[src/design/arm_pkg.sv]
package arm_pkg;

	// data and address word
	typedef logic [31:0] word_t;

	// register number, 15 is the pc
	typedef logic [3:0] reg_idx_t;

	// N, Z, C, V as in cpsr bits 31 to 28
	typedef logic [3:0] flags_t;

	typedef logic [3:0] cond_t;

	// bit positions inside flags_t
	localparam int FLAG_N = 3;
	localparam int FLAG_Z = 2;
	localparam int FLAG_C = 1;
	localparam int FLAG_V = 0;

	typedef enum logic [3:0] {
		OP_AND = 4'h0,
		OP_EOR = 4'h1,
		OP_SUB = 4'h2,
		OP_RSB = 4'h3,
		OP_ADD = 4'h4,
		OP_ADC = 4'h5,
		OP_SBC = 4'h6,
		OP_RSC = 4'h7,
		OP_TST = 4'h8,
		OP_TEQ = 4'h9,
		OP_CMP = 4'ha,
		OP_CMN = 4'hb,
		OP_ORR = 4'hc,
		OP_MOV = 4'hd,
		OP_BIC = 4'he,
		OP_MVN = 4'hf
	} dp_op_e;

	typedef enum logic [1:0] {
		SH_LSL = 2'b00,
		SH_LSR = 2'b01,
		SH_ASR = 2'b10,
		SH_ROR = 2'b11
	} shift_e;

	typedef enum logic [1:0] {
		SEQ_INIT    = 2'd0,
		SEQ_FETCH   = 2'd1,
		SEQ_EXECUTE = 2'd2
	} seq_state_e;

	// r15 reads two instructions ahead
	localparam word_t PC_READ_OFFSET = 32'd8;
	localparam word_t INSTR_STEP = 32'd4;

endpackage

[src/design/arm_shifter_alu.sv]
`timescale 1ns/1ps

module arm_shifter_alu (
	input  arm_pkg::dp_op_e op,
	input  arm_pkg::word_t  rn_val,
	input  arm_pkg::word_t  rm_val,
	input  logic            imm_sel,
	input  logic [7:0]      imm8,
	input  logic [3:0]      rot,
	input  logic [4:0]      shift_amt,
	input  arm_pkg::shift_e shift_type,
	input  arm_pkg::flags_t flags,
	output arm_pkg::word_t  result,
	output arm_pkg::flags_t flags_out,
	output logic            writes_rd
);
	import arm_pkg::*;

	word_t shop; // shifter operand
	logic shc;   // shifter carry out
	logic [63:0] rot_wide;
	logic [32:0] ext;
	word_t add_a;
	word_t add_b;
	logic add_cin;
	logic arith;
	logic [32:0] sum;
	word_t logic_res;
	logic c_in;

	assign c_in = flags[FLAG_C];

	always_comb begin
		rot_wide = '0;
		ext = '0;
		shop = rm_val;
		shc = c_in;
		if (imm_sel) begin
			rot_wide = {24'd0, imm8, 24'd0, imm8} >> {rot, 1'b0};
			shop = rot_wide[31:0];
			shc = (rot == 4'd0) ? c_in : shop[31];
		end else begin
			case (shift_type)
				SH_LSL: if (shift_amt != 5'd0) begin
					ext = {1'b0, rm_val} << shift_amt;
					shop = ext[31:0];
					shc = ext[32];
				end
				SH_LSR: if (shift_amt == 5'd0) begin // #0 means #32
					shop = '0;
					shc = rm_val[31];
				end else begin
					ext = {rm_val, 1'b0} >> shift_amt;
					shop = ext[32:1];
					shc = ext[0];
				end
				SH_ASR: if (shift_amt == 5'd0) begin
					shop = {32{rm_val[31]}};
					shc = rm_val[31];
				end else begin
					ext = $signed({rm_val, 1'b0}) >>> shift_amt;
					shop = ext[32:1];
					shc = ext[0];
				end
				SH_ROR: if (shift_amt == 5'd0) begin // rrx
					shop = {c_in, rm_val[31:1]};
					shc = rm_val[0];
				end else begin
					rot_wide = {rm_val, rm_val} >> shift_amt;
					shop = rot_wide[31:0];
					shc = shop[31];
				end
			endcase
		end
	end

	// subtraction is a + ~b + 1, so C is the inverted borrow
	always_comb begin
		add_a = rn_val;
		add_b = shop;
		add_cin = 1'b0;
		case (op)
			OP_SUB, OP_CMP: begin
				add_b = ~shop;
				add_cin = 1'b1;
			end
			OP_RSB: begin
				add_a = shop;
				add_b = ~rn_val;
				add_cin = 1'b1;
			end
			OP_ADC: add_cin = c_in;
			OP_SBC: begin
				add_b = ~shop;
				add_cin = c_in;
			end
			OP_RSC: begin
				add_a = shop;
				add_b = ~rn_val;
				add_cin = c_in;
			end
			default: begin
			end
		endcase
	end

	always_comb begin
		case (op)
			OP_AND, OP_TST: logic_res = rn_val & shop;
			OP_EOR, OP_TEQ: logic_res = rn_val ^ shop;
			OP_ORR: logic_res = rn_val | shop;
			OP_BIC: logic_res = rn_val & ~shop;
			OP_MVN: logic_res = ~shop;
			default: logic_res = shop; // mov
		endcase
	end

	assign arith = op inside {OP_SUB, OP_RSB, OP_ADD, OP_ADC, OP_SBC, OP_RSC, OP_CMP, OP_CMN};
	assign sum = {1'b0, add_a} + {1'b0, add_b} + {32'd0, add_cin};
	assign result = arith ? sum[31:0] : logic_res;

	assign flags_out[FLAG_N] = result[31];
	assign flags_out[FLAG_Z] = (result == '0);
	assign flags_out[FLAG_C] = arith ? sum[32] : shc;
	assign flags_out[FLAG_V] = arith ? (add_a[31] == add_b[31]) && (sum[31] != add_a[31])
		: flags[FLAG_V];

	assign writes_rd = !(op inside {OP_TST, OP_TEQ, OP_CMP, OP_CMN});

endmodule

[src/design/arm_execute.sv]
`timescale 1ns/1ps

module arm_execute (
	input  arm_pkg::word_t    instr,
	input  logic              commit,
	input  arm_pkg::word_t    pc,
	input  arm_pkg::flags_t   flags,
	output arm_pkg::reg_idx_t rd_a_idx,
	output arm_pkg::reg_idx_t rd_b_idx,
	output arm_pkg::reg_idx_t rd_c_idx,
	input  arm_pkg::word_t    rd_a_data,
	input  arm_pkg::word_t    rd_b_data,
	input  arm_pkg::word_t    rd_c_data,
	input  arm_pkg::word_t    mem_rdata,
	output logic              ex_mem_read,
	output logic              ex_mem_write,
	output arm_pkg::word_t    ex_addr,
	output arm_pkg::word_t    ex_wdata,
	output logic              wr0_en,
	output arm_pkg::reg_idx_t wr0_idx,
	output arm_pkg::word_t    wr0_data,
	output logic              wr1_en,
	output arm_pkg::reg_idx_t wr1_idx,
	output arm_pkg::word_t    wr1_data,
	output logic              pc_en,
	output arm_pkg::word_t    pc_next,
	output logic              flags_en,
	output arm_pkg::flags_t   flags_next
);
	import arm_pkg::*;

	cond_t cond;
	logic pass;
	logic n, z, c, v;
	logic is_dp, is_br, is_ls;
	logic s_bit;
	logic ls_pre, ls_up, ls_wb, ls_load;
	reg_idx_t rn, rd;
	word_t offs_addr, seq_pc, br_target, alu_res;
	logic alu_wr;

	assign cond = instr[31:28];
	assign n = flags[FLAG_N];
	assign z = flags[FLAG_Z];
	assign c = flags[FLAG_C];
	assign v = flags[FLAG_V];

	always_comb begin
		case (cond)
			4'h0: pass = z;
			4'h1: pass = !z;
			4'h2: pass = c;
			4'h3: pass = !c;
			4'h4: pass = n;
			4'h5: pass = !n;
			4'h6: pass = v;
			4'h7: pass = !v;
			4'h8: pass = c && !z;
			4'h9: pass = !c || z;
			4'ha: pass = (n == v);
			4'hb: pass = (n != v);
			4'hc: pass = !z && (n == v);
			4'hd: pass = z || (n != v);
			4'he: pass = 1'b1;
			default: pass = 1'b0; // nv
		endcase
	end

	assign rn = instr[19:16];
	assign rd = instr[15:12];
	assign s_bit = instr[20];

	// compares without S are the misc space, register shifts are not handled
	assign is_dp = (instr[27:26] == 2'b00) && (instr[25] || !instr[4])
		&& !(instr[24:23] == 2'b10 && !s_bit);
	assign is_br = (instr[27:25] == 3'b101);
	assign is_ls = (instr[27:25] == 3'b010) && !instr[22]; // word, immediate offset

	assign rd_a_idx = rn;
	assign rd_b_idx = instr[3:0];
	assign rd_c_idx = rd; // store data

	arm_shifter_alu u_alu (
		.op        (dp_op_e'(instr[24:21])),
		.rn_val    (rd_a_data),
		.rm_val    (rd_b_data),
		.imm_sel   (instr[25]),
		.imm8      (instr[7:0]),
		.rot       (instr[11:8]),
		.shift_amt (instr[11:7]),
		.shift_type(shift_e'(instr[6:5])),
		.flags     (flags),
		.result    (alu_res),
		.flags_out (flags_next),
		.writes_rd (alu_wr)
	);

	assign ls_pre = instr[24];
	assign ls_up = instr[23];
	assign ls_wb = !ls_pre || instr[21]; // post-index always writes back
	assign ls_load = instr[20];
	assign offs_addr = ls_up ? rd_a_data + {20'd0, instr[11:0]}
		: rd_a_data - {20'd0, instr[11:0]};

	assign ex_addr = ls_pre ? offs_addr : rd_a_data;
	assign ex_wdata = rd_c_data;
	assign ex_mem_read = is_ls && pass && ls_load;
	assign ex_mem_write = is_ls && pass && !ls_load;

	assign seq_pc = pc + INSTR_STEP;
	assign br_target = pc + PC_READ_OFFSET + {{6{instr[23]}}, instr[23:0], 2'b00};

	always_comb begin
		wr0_en = 1'b0;
		wr0_idx = rd;
		wr0_data = alu_res;
		wr1_en = 1'b0;
		wr1_idx = rn;
		wr1_data = offs_addr;
		pc_next = seq_pc;
		flags_en = 1'b0;
		if (commit && pass) begin
			if (is_dp) begin
				wr0_en = alu_wr;
				flags_en = s_bit && (rd != 4'd15); // no spsr to restore
			end else if (is_br) begin
				pc_next = br_target;
				wr1_en = instr[24]; // bl link
				wr1_idx = 4'd14;
				wr1_data = seq_pc;
			end else if (is_ls) begin
				wr0_en = ls_load;
				wr0_data = mem_rdata;
				// loaded value wins over write-back to the same base
				wr1_en = ls_wb && !(ls_load && rn == rd);
			end
		end
	end

	assign pc_en = commit;

endmodule

[src/design/arm_regfile.sv]
`timescale 1ns/1ps

module arm_regfile #(
	parameter arm_pkg::word_t RESET_PC = 32'h0800_0000
) (
	input  logic              clk,
	input  logic              rstn,
	input  arm_pkg::reg_idx_t rd_a_idx,
	input  arm_pkg::reg_idx_t rd_b_idx,
	input  arm_pkg::reg_idx_t rd_c_idx,
	output arm_pkg::word_t    rd_a_data,
	output arm_pkg::word_t    rd_b_data,
	output arm_pkg::word_t    rd_c_data,
	input  logic              wr0_en,
	input  logic              wr1_en,
	input  arm_pkg::reg_idx_t wr0_idx,
	input  arm_pkg::reg_idx_t wr1_idx,
	input  arm_pkg::word_t    wr0_data,
	input  arm_pkg::word_t    wr1_data,
	input  logic              pc_en,
	input  logic              init_pc,
	input  arm_pkg::word_t    pc_next,
	output arm_pkg::word_t    pc,
	input  logic              flags_en,
	input  arm_pkg::flags_t   flags_next,
	output arm_pkg::flags_t   flags
);
	import arm_pkg::*;

	word_t gpr [0:14]; // r0 to r14
	logic wr0_pc;
	logic wr1_pc;

	function automatic word_t read_port(input reg_idx_t idx);
		return (idx == 4'd15) ? pc + PC_READ_OFFSET : gpr[idx];
	endfunction

	always_comb begin
		rd_a_data = read_port(rd_a_idx);
		rd_b_data = read_port(rd_b_idx);
		rd_c_data = read_port(rd_c_idx);
	end

	assign wr0_pc = wr0_en && (wr0_idx == 4'd15);
	assign wr1_pc = wr1_en && (wr1_idx == 4'd15);

	always_ff @(posedge clk) begin
		if (wr0_en && !wr0_pc)
			gpr[wr0_idx] <= wr0_data;
		if (wr1_en && !wr1_pc)
			gpr[wr1_idx] <= wr1_data;
	end

	// explicit r15 writes beat the sequential next pc
	always_ff @(posedge clk) begin
		if (!rstn || init_pc)
			pc <= RESET_PC;
		else if (wr0_pc)
			pc <= wr0_data;
		else if (wr1_pc)
			pc <= wr1_data;
		else if (pc_en)
			pc <= pc_next;
	end

	always_ff @(posedge clk) begin
		if (!rstn)
			flags <= '0;
		else if (flags_en)
			flags <= flags_next;
	end

	a_wr_distinct: assert property (@(posedge clk) disable iff (!rstn)
		wr0_en && wr1_en |-> wr0_idx != wr1_idx);

endmodule

[src/design/arm_sequencer.sv]
`timescale 1ns/1ps

module arm_sequencer #(
	parameter arm_pkg::word_t RESET_PC = 32'h0800_0000
) (
	input  logic           clk,
	input  logic           rstn,
	input  arm_pkg::word_t pc,
	input  logic           ex_mem_read,
	input  logic           ex_mem_write,
	input  arm_pkg::word_t ex_addr,
	input  arm_pkg::word_t ex_wdata,
	output arm_pkg::word_t mem_addr,
	output arm_pkg::word_t mem_wdata,
	input  arm_pkg::word_t mem_rdata,
	output logic           mem_read,
	output logic           mem_write,
	input  logic           mem_ok,
	output arm_pkg::word_t instr,
	output logic           init_pc,
	output logic           commit
);
	import arm_pkg::*;

	seq_state_e state;
	seq_state_e state_next;
	logic data_req; // execute wants the bus

	assign data_req = ex_mem_read | ex_mem_write;

	always_ff @(posedge clk) begin
		if (!rstn)
			state <= SEQ_INIT;
		else
			state <= state_next;
	end

	always_comb begin
		state_next = state;
		case (state)
			SEQ_INIT: state_next = SEQ_FETCH;
			SEQ_FETCH: if (mem_ok) state_next = SEQ_EXECUTE;
			SEQ_EXECUTE: if (commit) state_next = SEQ_FETCH;
			default: state_next = SEQ_INIT;
		endcase
	end

	// instruction register, loaded when the fetch completes
	always_ff @(posedge clk) begin
		if (state == SEQ_FETCH && mem_ok)
			instr <= mem_rdata;
	end

	assign init_pc = (state == SEQ_INIT);
	assign commit = (state == SEQ_EXECUTE) && (!data_req || mem_ok); // waits on data access

	// fetch uses the pc, execute hands the port to the data access
	assign mem_addr = (state == SEQ_EXECUTE) ? ex_addr : pc;
	assign mem_wdata = ex_wdata;
	assign mem_read = (state == SEQ_FETCH) || (state == SEQ_EXECUTE && ex_mem_read);
	assign mem_write = (state == SEQ_EXECUTE) && ex_mem_write;

	a_rd_wr_excl: assert property (@(posedge clk) disable iff (!rstn)
		!(mem_read && mem_write));

	// a waiting request keeps its address
	a_addr_hold: assert property (@(posedge clk) disable iff (!rstn)
		(mem_read || mem_write) && !mem_ok |=> $stable(mem_addr));

endmodule

[src/design/arm_core.sv]
`timescale 1ns/1ps

module arm_core #(
	parameter arm_pkg::word_t RESET_PC = 32'h0800_0000
) (
	input  logic           clk,
	input  logic           rstn,
	output arm_pkg::word_t mem_addr,
	output arm_pkg::word_t mem_wdata,
	input  arm_pkg::word_t mem_rdata,
	output logic           mem_read,
	output logic           mem_write,
	input  logic           mem_ok
);
	import arm_pkg::*;

	word_t pc, instr;
	word_t ex_addr, ex_wdata;
	logic ex_mem_read, ex_mem_write;
	logic init_pc, commit;

	reg_idx_t rd_a_idx, rd_b_idx, rd_c_idx;
	word_t rd_a_data, rd_b_data, rd_c_data;

	logic wr0_en, wr1_en;
	reg_idx_t wr0_idx, wr1_idx;
	word_t wr0_data, wr1_data;
	logic pc_en, flags_en;
	word_t pc_next;
	flags_t flags, flags_next;

	// fetches and owns the bus
	arm_sequencer #(.RESET_PC(RESET_PC)) u_seq (
		.clk         (clk),
		.rstn        (rstn),
		.pc          (pc),
		.ex_mem_read (ex_mem_read),
		.ex_mem_write(ex_mem_write),
		.ex_addr     (ex_addr),
		.ex_wdata    (ex_wdata),
		.mem_addr    (mem_addr),
		.mem_wdata   (mem_wdata),
		.mem_rdata   (mem_rdata),
		.mem_read    (mem_read),
		.mem_write   (mem_write),
		.mem_ok      (mem_ok),
		.instr       (instr),
		.init_pc     (init_pc),
		.commit      (commit)
	);

	arm_regfile #(.RESET_PC(RESET_PC)) u_regs (
		.clk       (clk),
		.rstn      (rstn),
		.rd_a_idx  (rd_a_idx),
		.rd_b_idx  (rd_b_idx),
		.rd_c_idx  (rd_c_idx),
		.rd_a_data (rd_a_data),
		.rd_b_data (rd_b_data),
		.rd_c_data (rd_c_data),
		.wr0_en    (wr0_en),
		.wr1_en    (wr1_en),
		.wr0_idx   (wr0_idx),
		.wr1_idx   (wr1_idx),
		.wr0_data  (wr0_data),
		.wr1_data  (wr1_data),
		.pc_en     (pc_en),
		.init_pc   (init_pc),
		.pc_next   (pc_next),
		.pc        (pc),
		.flags_en  (flags_en),
		.flags_next(flags_next),
		.flags     (flags)
	);

	arm_execute u_exec (
		.instr       (instr),
		.commit      (commit),
		.pc          (pc),
		.flags       (flags),
		.rd_a_idx    (rd_a_idx),
		.rd_b_idx    (rd_b_idx),
		.rd_c_idx    (rd_c_idx),
		.rd_a_data   (rd_a_data),
		.rd_b_data   (rd_b_data),
		.rd_c_data   (rd_c_data),
		.mem_rdata   (mem_rdata),
		.ex_mem_read (ex_mem_read),
		.ex_mem_write(ex_mem_write),
		.ex_addr     (ex_addr),
		.ex_wdata    (ex_wdata),
		.wr0_en      (wr0_en),
		.wr0_idx     (wr0_idx),
		.wr0_data    (wr0_data),
		.wr1_en      (wr1_en),
		.wr1_idx     (wr1_idx),
		.wr1_data    (wr1_data),
		.pc_en       (pc_en),
		.pc_next     (pc_next),
		.flags_en    (flags_en),
		.flags_next  (flags_next)
	);

endmodule

[config.mk]
export PLATFORM = sky130hd
export DESIGN_NAME = arm_core
export DESIGN_NICKNAME = d
export VERILOG_FILES = /design/src/design/arm_pkg.sv /design/src/design/arm_shifter_alu.sv /design/src/design/arm_execute.sv /design/src/design/arm_regfile.sv /design/src/design/arm_sequencer.sv /design/src/design/arm_core.sv
export SDC_FILE = /design/constraint.sdc
export NUM_CORES = 2
export LEC_CHECK = 0
export BUFFER_PORTS_ARGS = -buffer_cell sky130_fd_sc_hd__buf_2
export CORE_MARGIN = 1
export CORE_UTILIZATION = 25
export DETAILED_ROUTE_END_ITERATION = 16
export GPL_ROUTABILITY_DRIVEN = 0
export GPL_TIMING_DRIVEN = 1
export PLACE_DENSITY_LB_ADDON = 0.12
export SLEW_MARGIN = 20
export SYNTH_ARGS = -nofsm -noshare
export SYNTH_HDL_FRONTEND = slang
export SYNTH_SLANG_ARGS = --single-unit
[constraint.sdc]
create_clock -name clk -period 11.2 [get_ports clk]
set_input_delay 2.24 -clock clk [delete_from_list [all_inputs] [get_ports clk]]
set_output_delay 2.24 -clock clk [all_outputs]
set_load 0.01 [all_outputs]
# Word level (Yosys, flattened, before mapping)
# Memory sizes are Yosys's and may differ from the RTL's. A register that Yosys moved wholly into a read port is not among the register bits.
# Cells that the tools add are included.
[classes]
n_addsub = 7
n_eq_ne = 50
shift = 5
mux = 62
bitwise_logic = 7
n_reduce_logical = 65
[op_table]
columns = ["cell", "n"]
rows = [
  ["2-to-1 mux 32 bit", 26],
  ["one-hot mux 32 bit (5 select lines)", 1],
  ["one-hot mux 32 bit (4 select lines)", 1],
  ["equality test 4 bit (second input constant)", 18],
  ["AND 32 bit", 2],
  ["inverter 32 bit", 2],
  ["one-hot mux 32 bit (2 select lines)", 1],
  [">> shifter 64 x 5 -> 32 bit", 1],
  [">> shifter 40 x 5 -> 32 bit", 1],
  ["adder 32 x 32 -> 33 bit", 1],
  ["adder 33 x 1 -> 33 bit", 1],
  ["left shift 32 x 5 -> 33 bit", 1],
  [">> shifter 33 x 5 -> 33 bit", 1],
  [">>> shifter 33 x 5 -> 33 bit", 1],
  ["adder 32 x 12 -> 32 bit", 1],
  ["adder 32 x 3 -> 32 bit (second input constant)", 1],
  ["adder 32 bit", 1],
  ["adder 32 x 4 -> 32 bit (second input constant)", 1],
  ["equality test 4 x 3 -> 1 bit (second input constant)", 8],
  ["logical NOT 32 bit", 1],
  ["OR 32 bit", 1],
  ["subtractor 32 x 12 -> 32 bit", 1],
  ["XOR 32 bit", 1],
  ["2-to-1 mux 4 bit", 6],
  ["other kinds (34)", 116],
]
[word_totals]
regBits = 70
mem_bits_rw = 480
out_inout_bits = 66
memories = 1
[mem_list]
columns = ["name", "words", "word_bits", "read_ports", "rd_ports_with_merged_regs", "wr", "line", "rtl"]
rows = [
  ["u_regs.gpr", 15, 32, 3, 3, 2, "arm_regfile.sv:30", "word_t gpr [0:14];"],
]

# Longest topological paths before layout
[depth]
ltp_word = 17
mapped_depth = 38
ltp_nobuf = 32

# By module
# A second synthesis with hierarchy kept.
[hier_totals]
cells_unflattened = 5306
hier_area_um2 = 55709.7
[modules_own_cells]
columns = ["module", "instances", "cells_per_inst", "area_each_um2"]
rows = [
  ["arm_regfile", 1, 2578, 35367.7],
  ["arm_shifter_alu", 1, 1708, 12061.6],
  ["arm_execute", 1, 905, 6404.9],
  ["arm_sequencer", 1, 115, 1875.5],
]

# Least setup slack after synthesis
# OpenSTA, ideal clock, no wires.
[synth_timing]
kind = "register to output"
start = "register with a tool-made name"
end = "output port mem_addr[30]"
arrival_ns = 7.112
t_required_ns = 8.960
slack_ns = 1.848
stages_incl_launch_ff = 27
path_cell_list = "dfxtp_1 buf_2 buf_2 buf_1 clkbuf_1 mux4_2 mux4_2 mux2i_1 inv_1 ha_1 fa_1 a21o_1 a21oi_1 nor2b_1 o21a_1 o31a_1 o211ai_1 a41oi_1 o2111ai_1 a311oi_1 nor3_1 a31oi_1 or3_1 a21oi_1 xnor2_1 nand2_1 a21oi_1"
[synth_lines]
columns = ["element", "line", "rtl"]
rows = [
  ["end, declared", "arm_core.sv:8", "output arm_pkg::word_t mem_addr,"],
]

==> flow_summary.ini <==
[hold_path]
whs_path_depth = 2
hold_path.class = reg -> reg

[critical_path]
endpoint_kind = flip-flop
crit_required_ns = 11.62
r2r_cells = 31
cp_max_fo = 40
worstSetupStartpointType = flip-flop
cp_slowest_cell = or3_1
path_class = reg -> reg
max_stage_delay_ns = 0.87
cp.arrival_ns = 11.03

[detailed_routing]
wirelength_um = 323400
ant_nets = 0
vias = 52840
avgViaCountPerCell = 6.158
drt_iter0_drc = 7567
drt_pass1_iterations = 7
drc = 0
wl_per_cell_um = 37.70

[clock_tree]
cts_sinks = 562
numCtsBuffers = 78
h-tree-depth = 3
cts_resized = 0
clk_latency_ns = 0.73
cts_buffer_depth = 3
clockRootBuffer = clkbuf_16
cts_setup_buffers = 0
cts_hold_buf = 0
tritoncts = done
clk_pin_slew_ns = 0.06

[run_status]
status = completed

[grt]
gr-total-overflow = 0
grt_max_degree = 98
grt_pass1_vias = 49470
antenna_found_initial = 18
grt_pass1_wl_um = 435600
track_usage_pct = 28.54

[sta]
max_slew.worst_pin.slew_ns = 1.242
slew_headroom_pct = 16.34
finalCriticalPeriod_ns = 10.61
slew_viol_final = 0
hold_viol_final = 0
period_share_pct = 94.73
finalWorstSetupSlack_ns = 0.5902
finalClockSkew_ns = 0.05582
setup-violations-final = 0
rsz0062_at_grt = no
fin_tns_setup_ns = 0
max_freq_ghz = 0.09425

[floorplan]
start_util_pct = 25.13
die_w_um = 469.0
rows = 171
io_pins = 101
die-area_sq_um = 220000
die_h_um = 469.0
core_area_sq_um = 217000

[final_layout]
nets = 5828
final_cell_mix = mux2i_1, nand2_1, edfxtp_1, o21ai_0, nor2_1
area_growth_syn_to_layout_pct = 13.15
layout-drive-gt1-share_pct = 19.61
layout_commonest_cell = mux2i_1
final_cell_area_sq_um = 61700
instances_no_fill = 8580

[synth]
seq_area_frac_synth_pct = 30.03
syn-num-nets = 5877
ys_warn_count = 0
synth_edf_count = 512
yosys.cell_types.count = 128
netlist_area_sq_um = 54530
synth-async-reset-ratio_pct = 0
synthCells = 5710
synth_ff_type = edfxtp_1
ys_seq_elements = 562
avgSynthCellArea_sq_um = 9.550

[place]
pre_cts_ws_ns = 0.9745
portBuffers = 100
placedCellCount = 8435
dpl_cell_area_sq_um = 59130
dp_hpwl_um = 229500

[power_and_ir_drop]
power_leakage_nw = 24.33
vdd_ir_drop_max_mv = 0.1054
power.density_nw_per_um2 = 142.9

[job]
maxCapViolCount = 0
==> registers in the layout (all words and copies together) (netlist names), named ones only <==
| signal | cells |
|---|---|
| u_regs.flags | 4 |
| u_seq.state | 2 |
| u_regs.gpr | 480 |
| u_seq.instr | 32 |
| u_regs.pc | 32 |
==> synthesized netlist by cell type, drive strengths merged (21+ instances only) <==
cell type,instances,area [sq um]
a21oi,374,1876
nor4,30,200.2
a221oi,38,345.3
or2,39,244.0
mux4,339,7679
or3,38,242.7
o221ai,28,245.2
o31ai,37,315.3
clkbuf,366,1379
o21a,37,277.8
o22ai,51,331.6
inv,112,420.4
edfxtp,512,15370
mux2,68,777.0
a22oi,43,341.6
buf,173,1080
a211oi,86,683.2
nor3,122,615.6
xor2,52,455.4
nor2,463,1745
o211ai,67,518.0
a21o,46,345.3
o21ai,517,2599
and3,21,136.4
xnor2,83,734.5
mux2i,607,6076
nand2b,36,225.2
nand4,34,234.0
nand2,575,2168
dfxtp,50,1001
ha,128,1602
and2,34,215.2
nor2b,30,187.7
nand3,97,495.5
a31oi,53,331.6
==> layout make-up <==
type | instances | area, sq um
diodes | 5 | 12.51
clock buffers | 99 | 2112
clock inverters | 41 | 419.2
fillers | 22960 | 155300
inverters | 117 | 439.2
multi-input cells | 4492 | 35810
flip-flops and latches | 562 | 16410
well taps | 2854 | 3571
repair buffers | 410 | 2919
==> power by group <==
part           internal, mW  total [mW]  leakage, nW  switching [mW]
Combinational          1.18        3.68         18.1            2.50
Sequential             2.46        2.54         5.04          0.0762
Clock                  1.48        2.59         1.24            1.12
Total                  5.12        8.81         24.3            3.69
==> stage by stage <==
| stage | hold WS (ns) | power [mW] | util [%] |
|---|---|---|---|
| 4_1_cts | 0.5461 | 8.720 | 28.42 |
| 2_1_floorplan | 0.4844 | 4.607 | - |
| 6_report | 0.5500 | 8.815 | 28.44 |
| 3_5_place_dp | 0.5359 | 6.118 | 27.25 |
| 3_3_place_gp | 0.5357 | 6.115 | 27.23 |
| 5_1_grt | 0.5761 | 9.055 | 28.43 |
==> worst max-delay path, delay by kind of cell, from the launching register on <==
family	cells	cell delay (ns)
compound gates	18	6.14
fa+ha+maj	1	0.33
mux	2	0.47
flops	1	0.83
xor+xnor	1	0.13
simple gates	6	1.37
buf+inv	3	0.96
==> cell families after synthesis <==
kind of cell               after synthesis  share of synthesized area, %
AOI/OAI and AO/OA                     1650                         19.79
xor gates and xnor gates               135                         2.182
adders and majority gates              132                         3.084
buffers and inverters                  656                         5.314
DFF                                    562                         30.03
muxes                                 1014                         26.65
and+or+nand+nor                       1561                         12.95
==> path summary, 6_finish.rpt <==
path	startpoint	slack, ns	endpoint
worst max-delay path	flip-flop	0.59	u_regs.gpr[9][31]
worst min-delay path	u_regs.flags[2]	0.55	u_regs.flags[2]
worst max register to register	flip-flop	0.59	u_regs.gpr[9][31]
worst min register to register	u_regs.flags[2]	0.55	u_regs.flags[2]
==> per-layer routing <==
layer	part of all wire [%]	up-vias	GRT usage (%)	wire length, um
met3	8.8	723	5.473	28490
met1	41	26870	37.61	133000
met4	6.3	4	15.34	20450
met5	0.0071	-	0	23
li1	-	21970	-	-
met2	44	3271	43.98	141500
Note: power is estimated with default switching activity, not from simulation.
